<file path="src/logic/router_pkg.sv">
package router_pkg;

  // ------------------------------
  // Stream widths
  // ------------------------------

  // Payload of one beat
  localparam int DATA_W = 32;

  // One keep bit per data byte
  localparam int KEEP_W = DATA_W / 8;

  localparam int TID_W = 4;

  // ------------------------------
  // Routing
  // ------------------------------

  // Stream IDs that select an egress, anything else is dropped
  localparam logic [TID_W-1:0] PORT0_TID = 4'h1;
  localparam logic [TID_W-1:0] PORT1_TID = 4'h2;

  // Width of each packet statistics counter
  localparam int CNT_W = 16;

  // Current destination of the ingress
  typedef enum logic [1:0] {
    ROUTE_NONE  = 2'd0,
    ROUTE_PORT0 = 2'd1,
    ROUTE_PORT1 = 2'd2,
    ROUTE_DROP  = 2'd3
  } route_sel_t;

endpackage

</file>
<file path="src/logic/egress_slice.sv">
`timescale 1ns/1ns

module egress_slice
  import router_pkg::*;
(
  input  logic              clk,
  input  logic              rst_n,

  // Upstream side
  input  logic              in_valid,
  output logic              in_ready,
  input  logic [DATA_W-1:0] in_data,
  input  logic [KEEP_W-1:0] in_keep,
  input  logic              in_last,

  // Downstream side, driven straight from the main register
  output logic              out_valid,
  input  logic              out_ready,
  output logic [DATA_W-1:0] out_data,
  output logic [KEEP_W-1:0] out_keep,
  output logic              out_last
);

  logic              main_valid;
  logic [DATA_W-1:0] main_data;
  logic [KEEP_W-1:0] main_keep;
  logic              main_last;

  logic              spare_valid;
  logic [DATA_W-1:0] spare_data;
  logic [KEEP_W-1:0] spare_keep;
  logic              spare_last;

  logic              in_fire;
  logic              main_free;

  // Spare only fills when main is stalled, so this means both full
  assign in_ready  = ~spare_valid;
  assign in_fire   = in_valid && in_ready;
  assign main_free = ~main_valid || out_ready;

  // ------------------------------
  // Valid flags
  // ------------------------------

  always_ff @(posedge clk or negedge rst_n) begin
    if (!rst_n) begin
      main_valid  <= 1'b0;
      spare_valid <= 1'b0;
    end else if (main_free) begin
      main_valid  <= spare_valid || in_fire;
      spare_valid <= 1'b0;
    end else if (in_fire) begin
      spare_valid <= 1'b1;
    end
  end

  // ------------------------------
  // Payload
  // ------------------------------

  // Older beat in spare always goes out first
  always_ff @(posedge clk) begin
    if (main_free) begin
      if (spare_valid) begin
        main_data <= spare_data;
        main_keep <= spare_keep;
        main_last <= spare_last;
      end else if (in_fire) begin
        main_data <= in_data;
        main_keep <= in_keep;
        main_last <= in_last;
      end
    end else if (in_fire) begin
      spare_data <= in_data;
      spare_keep <= in_keep;
      spare_last <= in_last;
    end
  end

  assign out_valid = main_valid;
  assign out_data  = main_data;
  assign out_keep  = main_keep;
  assign out_last  = main_last;

endmodule

</file>
<file path="src/logic/egress_switch.sv">
`timescale 1ns/1ns

module egress_switch
  import router_pkg::*;
(
  input  route_sel_t        route,

  // Ingress
  input  logic              s_tvalid,
  output logic              s_tready,
  input  logic [DATA_W-1:0] s_tdata,
  input  logic [KEEP_W-1:0] s_tkeep,
  input  logic              s_tlast,

  // Egress 0 slice input
  output logic              e0_valid,
  input  logic              e0_ready,
  output logic [DATA_W-1:0] e0_data,
  output logic [KEEP_W-1:0] e0_keep,
  output logic              e0_last,

  // Egress 1 slice input
  output logic              e1_valid,
  input  logic              e1_ready,
  output logic [DATA_W-1:0] e1_data,
  output logic [KEEP_W-1:0] e1_keep,
  output logic              e1_last
);

  always_comb begin
    // Unselected egress sees an idle, zeroed bus
    s_tready = 1'b0;
    e0_valid = 1'b0;
    e0_data  = '0;
    e0_keep  = '0;
    e0_last  = 1'b0;
    e1_valid = 1'b0;
    e1_data  = '0;
    e1_keep  = '0;
    e1_last  = 1'b0;

    case (route)
      ROUTE_PORT0: begin
        s_tready = e0_ready;
        e0_valid = s_tvalid;
        e0_data  = s_tdata;
        e0_keep  = s_tkeep;
        e0_last  = s_tlast;
      end

      ROUTE_PORT1: begin
        s_tready = e1_ready;
        e1_valid = s_tvalid;
        e1_data  = s_tdata;
        e1_keep  = s_tkeep;
        e1_last  = s_tlast;
      end

      // Sink every beat of an unknown packet
      ROUTE_DROP: s_tready = 1'b1;

      default: s_tready = 1'b0;
    endcase
  end

endmodule

</file>
<file path="src/logic/route_counters.sv">
`timescale 1ns/1ns

module route_counters
  import router_pkg::*;
(
  input  logic             clk,
  input  logic             rst_n,

  // End of packet report from the FSM
  input  logic             pkt_done,
  input  route_sel_t       done_route,

  output logic [CNT_W-1:0] pkt_count0,
  output logic [CNT_W-1:0] pkt_count1,
  output logic [CNT_W-1:0] drop_count
);

  // Holds at all ones instead of wrapping
  function automatic logic [CNT_W-1:0] sat_inc(input logic [CNT_W-1:0] value);
    if (&value) begin
      return value;
    end
    return value + CNT_W'(1);
  endfunction

  always_ff @(posedge clk or negedge rst_n) begin
    if (!rst_n) begin
      pkt_count0 <= '0;
      pkt_count1 <= '0;
      drop_count <= '0;
    end else if (pkt_done) begin
      case (done_route)
        ROUTE_PORT0: pkt_count0 <= sat_inc(pkt_count0);
        ROUTE_PORT1: pkt_count1 <= sat_inc(pkt_count1);
        ROUTE_DROP:  drop_count <= sat_inc(drop_count);
        // ROUTE_NONE never finishes a packet
        default: ;
      endcase
    end
  end

endmodule

</file>
<file path="src/logic/route_fsm.sv">
`timescale 1ns/1ns

module route_fsm
  import router_pkg::*;
(
  input  logic             clk,
  input  logic             rst_n,

  // Ingress handshake, observed only
  input  logic             s_tvalid,
  input  logic             s_tready,
  input  logic             s_tlast,
  input  logic [TID_W-1:0] s_tid,

  // Destination of the packet in flight
  output route_sel_t       route,

  // End of packet report, one cycle after the last beat
  output logic             pkt_done,
  output route_sel_t       done_route
);

  enum logic [1:0] {
    IDLE,
    FORWARD,
    DROP
  } state;

  route_sel_t start_route;
  logic       last_fire;

  // ------------------------------
  // Packet start decode
  // ------------------------------

  // The ID is only looked at on the first beat
  always_comb begin
    if (s_tid == PORT0_TID) begin
      start_route = ROUTE_PORT0;
    end else if (s_tid == PORT1_TID) begin
      start_route = ROUTE_PORT1;
    end else begin
      start_route = ROUTE_DROP;
    end
  end

  assign last_fire = s_tvalid && s_tready && s_tlast;

  // ------------------------------
  // State and route registers
  // ------------------------------

  always_ff @(posedge clk or negedge rst_n) begin
    if (!rst_n) begin
      state      <= IDLE;
      route      <= ROUTE_NONE;
      pkt_done   <= 1'b0;
      done_route <= ROUTE_NONE;
    end else begin
      pkt_done <= 1'b0;

      case (state)
        IDLE: begin
          // Route is registered, so the first beat moves next cycle
          if (s_tvalid) begin
            route <= start_route;
            if (start_route == ROUTE_DROP) begin
              state <= DROP;
            end else begin
              state <= FORWARD;
            end
          end
        end

        FORWARD, DROP: begin
          if (last_fire) begin
            state      <= IDLE;
            route      <= ROUTE_NONE;
            pkt_done   <= 1'b1;
            done_route <= route;
          end
        end

        default: begin
          state <= IDLE;
          route <= ROUTE_NONE;
        end
      endcase
    end
  end

endmodule

</file>
<file path="src/logic/stream_router.sv">
`timescale 1ns/1ns

module stream_router
  import router_pkg::*;
(
  input  logic              clk,
  input  logic              rst_n,

  // ------------------------------
  // Ingress
  // ------------------------------
  input  logic              s_tvalid,
  output logic              s_tready,
  input  logic [DATA_W-1:0] s_tdata,
  input  logic [KEEP_W-1:0] s_tkeep,
  input  logic              s_tlast,
  input  logic [TID_W-1:0]  s_tid,

  // ------------------------------
  // Egress 0 and 1
  // ------------------------------
  output logic              m0_tvalid,
  input  logic              m0_tready,
  output logic [DATA_W-1:0] m0_tdata,
  output logic [KEEP_W-1:0] m0_tkeep,
  output logic              m0_tlast,

  output logic              m1_tvalid,
  input  logic              m1_tready,
  output logic [DATA_W-1:0] m1_tdata,
  output logic [KEEP_W-1:0] m1_tkeep,
  output logic              m1_tlast,

  // Packet statistics
  output logic [CNT_W-1:0]  pkt_count0,
  output logic [CNT_W-1:0]  pkt_count1,
  output logic [CNT_W-1:0]  drop_count
);

  route_sel_t        route;
  route_sel_t        done_route;
  logic              pkt_done;

  // Switch to slice connections
  logic              e0_valid;
  logic              e0_ready;
  logic [DATA_W-1:0] e0_data;
  logic [KEEP_W-1:0] e0_keep;
  logic              e0_last;
  logic              e1_valid;
  logic              e1_ready;
  logic [DATA_W-1:0] e1_data;
  logic [KEEP_W-1:0] e1_keep;
  logic              e1_last;

  route_fsm u_route_fsm (
    .clk        (clk),
    .rst_n      (rst_n),
    .s_tvalid   (s_tvalid),
    .s_tready   (s_tready),
    .s_tlast    (s_tlast),
    .s_tid      (s_tid),
    .route      (route),
    .pkt_done   (pkt_done),
    .done_route (done_route)
  );

  egress_switch u_egress_switch (
    .route    (route),
    .s_tvalid (s_tvalid),
    .s_tready (s_tready),
    .s_tdata  (s_tdata),
    .s_tkeep  (s_tkeep),
    .s_tlast  (s_tlast),
    .e0_valid (e0_valid),
    .e0_ready (e0_ready),
    .e0_data  (e0_data),
    .e0_keep  (e0_keep),
    .e0_last  (e0_last),
    .e1_valid (e1_valid),
    .e1_ready (e1_ready),
    .e1_data  (e1_data),
    .e1_keep  (e1_keep),
    .e1_last  (e1_last)
  );

  egress_slice u_slice0 (
    .clk       (clk),
    .rst_n     (rst_n),
    .in_valid  (e0_valid),
    .in_ready  (e0_ready),
    .in_data   (e0_data),
    .in_keep   (e0_keep),
    .in_last   (e0_last),
    .out_valid (m0_tvalid),
    .out_ready (m0_tready),
    .out_data  (m0_tdata),
    .out_keep  (m0_tkeep),
    .out_last  (m0_tlast)
  );

  egress_slice u_slice1 (
    .clk       (clk),
    .rst_n     (rst_n),
    .in_valid  (e1_valid),
    .in_ready  (e1_ready),
    .in_data   (e1_data),
    .in_keep   (e1_keep),
    .in_last   (e1_last),
    .out_valid (m1_tvalid),
    .out_ready (m1_tready),
    .out_data  (m1_tdata),
    .out_keep  (m1_tkeep),
    .out_last  (m1_tlast)
  );

  route_counters u_route_counters (
    .clk        (clk),
    .rst_n      (rst_n),
    .pkt_done   (pkt_done),
    .done_route (done_route),
    .pkt_count0 (pkt_count0),
    .pkt_count1 (pkt_count1),
    .drop_count (drop_count)
  );

endmodule

</file>
<file path="config.mk">
export PLATFORM = sky130hd
export DESIGN_NAME = stream_router
export DESIGN_NICKNAME = d
export VERILOG_FILES = /design/src/logic/router_pkg.sv /design/src/logic/egress_slice.sv /design/src/logic/egress_switch.sv /design/src/logic/route_counters.sv /design/src/logic/route_fsm.sv /design/src/logic/stream_router.sv
export SDC_FILE = /design/constraint.sdc
export NUM_CORES = 1
export LEC_CHECK = 0
export ABC_AREA = 1
export BUFFER_PORTS_ARGS = -buffer_cell sky130_fd_sc_hd__buf_2
export CAP_MARGIN = 20
export CORE_MARGIN = 4
export CORE_UTILIZATION = 60
export CTS_CLUSTER_DIAMETER = 200
export DETAILED_ROUTE_END_ITERATION = 7
export PLACE_DENSITY_LB_ADDON = 0.1
export REMOVE_ABC_BUFFERS = 1
export SLEW_MARGIN = 10
export SYNTH_ARGS = -nofsm -noshare
export SYNTH_HDL_FRONTEND = slang
export SYNTH_SLANG_ARGS = --single-unit
export TNS_END_PERCENT = 5
</file>
<file path="constraint.sdc">
create_clock -name clk -period 8.4 [get_ports clk]
set_input_delay 0.84 -clock clk [delete_from_list [all_inputs] [get_ports clk]]
set_output_delay 0.84 -clock clk [all_outputs]
set_load 0.05 [all_outputs]
</file>
==> reports/metrics.csv <==
stage,metric,value,unit
outcome,status,completed,
detailed_routing,wire per inst,15.0,um
power_and_ir_drop,Peak supply drop,0.190,mV
placement,GPL Wtd Cong,0.870,
detailed_routing,DR vias,7218,
setup_path,Crit. End Element,primary output,
clock_tree,CTS Root Cell,clkbuf_16,
global_routing,gr ovfl total,0,
synthesis,Mapped Cells,1032,
timing,Fin Setup TNS,0,ns
setup_path,"slowest stage delay, CP",0.75,ns
power_and_ir_drop,Leak,5.19,nW
setup_path,R2R Path Start,u_slice1.spare_valid,
synthesis,post-synth cell types,29,
detailed_routing,Avg Vias per Cell,5.12,
cells_and_area,share of layout cells above drive strength 1,19.3,%
timing,"Setup violations, final",0,
setup_path,CP Launch Type,flop,
setup_path,critical setup path kind,reg -> out,
global_routing,antenna violations before repair,0,
synthesis,register area share after synthesis,63.4,%
synthesis,complex-gate fraction of the synthesized area,1.68,%
floorplan,die height,133,um
synthesis,async set-reset flop share out of synthesis,28.5,%
timing,final hold slack,0.472,ns
synthesis,Yosys top cell area share,47.6,%
cells_and_area,# fillers,1127,
floorplan,Core Footprint,15200,um2
synthesis,Post-synth EDFFs,148,
setup_path,internal reg-to-reg setup slack,6.14,ns
synthesis,Synth Flop Type,edfxtp_1,
floorplan,row count,45,
clock_tree,Worst-path clk slew,0.07,ns
synthesis,Mean Syn Cell Area,9.05,um2
synthesis,"flops & latches, synth",207,
timing,clk_skew,0.00756,ns
global_routing,gr usage total,23.9,%
floorplan,width of the die,133,um
placement,DP Wirelength,13.9,mm
setup_path,crit-path cells,"buf_4, o21ai_0, and2_1, buf_2",
clock_tree,post-cts resize count,0,
synthesis,multiplexer share of the synthesized area,0,%
power_and_ir_drop,PwrDens,285,nW/um2
clock_tree,setup bufs post-CTS,0,
setup_path,R2R cell count,6,
job,max_cap viols,0,
setup_path,Critical-path top delay cell,dfrtp_1,
synthesis,Synth Warn #,0,
min_path,Hold Path Class,in -> async,
timing,f_max,330,MHz
setup_path,Crit path buffers/inverters,2,
setup_path,Worst path top cell family by delay,flip-flops,
timing,fin crit period,3.03,ns
floorplan,Starting Density,61.4,%
detailed_routing,DR pass1 iterations,5,
timing,final worst-path cycle share,36.1,%
synthesis,Adder-Cell Fraction of Synth Area,0.536,%
global_routing,global-route wire length before repair,34.1,mm
timing,Fin. Hold Viols,0,
clock_tree,clock latency at the later pin of the worst-skew pair,0.50,ns
setup_path,Critical R2R Capture,u_slice1.out_data[4],
clock_tree,Max clock buf depth,3,
synthesis,Simple-Gate Fraction of Synth Area,27.6,%
timing,RSZ-0062 raised after global routing,no,
floorplan,Ports,171,
synthesis,largest area contributor in the netlist,edfxtp_1,
synthesis,synthesized area,9340,um2
detailed_routing,DRC,0,
timing,Worst-Margin Slew,0.798,ns
synthesis,synth top area cells,"edfxtp_1 48%, nand2_1 19%, dfrtp_1 16%",
setup_path,worst path required time,7.56,ns
detailed_routing,initial DRC count,513,
cells_and_area,"commonest non-fill, non-tap cell in the layout",nand2_1,
clock_tree,H-tree depth,1,
synthesis,main combinational cell family by area after synthesis,simple AND/OR/NAND/NOR gates,
floorplan,die area,17600,um2
global_routing,largest net degree at the start of global routing,60,
timing,Final Max Tran Viols,0,
cells_and_area,area growth from synthesis to layout,18.7,%
cells_and_area,"commonest non-fill, non-tap cells in the layout","471 x nand2_1, 170 x buf_2, 148 x edfxtp_1, 132 x nor2_1, 84 x inv_1",
timing,relative slew slack,46.7,%
synthesis,Post-Synth XOR/XNOR Area,1.69,%
global_routing,number of global-route vias before repair,6862,
detailed_routing,post-route antenna net violation count,0,
setup_path,"critical path fanouts, max",23,
clock_tree,CTS tree,built,
cells_and_area,Inserted Diodes,0,
clock_tree,CTS Hold Bufs,0,
detailed_routing,DRT Wirelength,21.2,mm
clock_tree,TritonCTS Sinks,207,
cells_and_area,footprint of the multi-input gates,2960,um2
clock_tree,total CTS buffers,21,
placement,PortBufs,170,
cells_and_area,nets@finish,1257,
setup_path,"Arr. time, crit path",2.19,ns
cells_and_area,FF/Latch Area,5920,um2
-- how the worst max path moves through the flow --
| stage | startpoint | cells past startpoint | slack, ns | endpoint |
|---|---|---|---|---|
| final | u_slice0.spare_valid | 4 | 5.37 | s_tready |
| after global routing | u_slice0.spare_valid | 4 | 5.30 | s_tready |
| after CTS | u_slice0.spare_valid | 4 | 5.37 | s_tready |
| after detailed placement | s_tvalid | 5 | 5.90 | u_slice0.out_data[28] |
| after global placement | s_tvalid | 5 | 5.94 | u_slice0.out_data[1] |
| after floorplan | m0_tready | 3 | 4.32 | u_slice0.spare_data[0] |
-- kinds of logic (layout without fill, tap and decap cells) --
family          after synthesis  count (layout)
xor+xnor                     18              18
simple gates                656             656
buf+inv                     119             309
flops                       207             207
fa+ha+maj                     4               4
compound gates               28              28
-- layout make-up --
class,count,area share [%]
Clock buffer,21,4.74
Clock inverter,17,1.15
Inverter,90,3.07
Multi-Input combinational cell,706,26.8
Sequential cell,207,53.4
Tap cell,188,2.12
Timing Repair Buffer,181,8.72
-- through the flow --
step	std cells	area, um2	setup WS, ns	power, W	utilization (%)
6_report	1410	11100	5.37	0.00316	72.9
5_1_grt	1410	11100	5.30	0.00331	72.9
4_1_cts	1408	11000	5.37	0.00316	72.6
3_5_place_dp	1370	10400	5.90	0.00228	68.3
3_3_place_gp	1370	10400	5.94	0.00226	68.3
2_1_floorplan	1003	9200	4.32	0.00203	-
-- Yosys cell counts, types with 2 or more instances --
| library cell | number |
|---|---|
| nor2_2 | 4 |
| nand3_1 | 22 |
| nand4_1 | 14 |
| nand2_2 | 5 |
| o21ai_1 | 7 |
| clkbuf_1 | 14 |
| buf_4 | 2 |
| nor3_1 | 2 |
| nor2_1 | 134 |
| buf_6 | 2 |
| inv_2 | 5 |
| xor2_1 | 5 |
| inv_1 | 84 |
| o21ai_0 | 18 |
| xnor2_1 | 13 |
| buf_2 | 3 |
| edfxtp_1 | 148 |
| buf_1 | 8 |
| dfrtp_1 | 59 |
| nand2_1 | 471 |
| ha_1 | 4 |
-- sequential cells by signal, indices dropped and copies added, names as in the netlist, 4 cells and up --
signal / count
u_route_counters.pkt_count0: 16
u_slice1.out_keep: 4
u_slice1.spare_data: 32
u_slice0.spare_data: 32
u_slice1.spare_keep: 4
u_slice0.out_data: 32
u_slice1.out_data: 32
u_route_counters.drop_count: 16
u_slice0.spare_keep: 4
u_route_counters.pkt_count1: 16
u_slice0.out_keep: 4
-- report_power, final --
group | internal (W) | switching [W]
Clock | 0.000494 | 0.000391
Sequential | 0.00131 | 0.0000717
Combinational | 0.000184 | 0.000712
-- metal layers --
layer	vias to the layer above	track usage, %	part of all wire (%)
met2	253	38.8	47
met4	0	6.52	1.9
met5	-	0	0
met3	32	3.69	7.0
li1	3603	-	-
met1	3330	34.0	44
(Power assumes the default switching activity.)
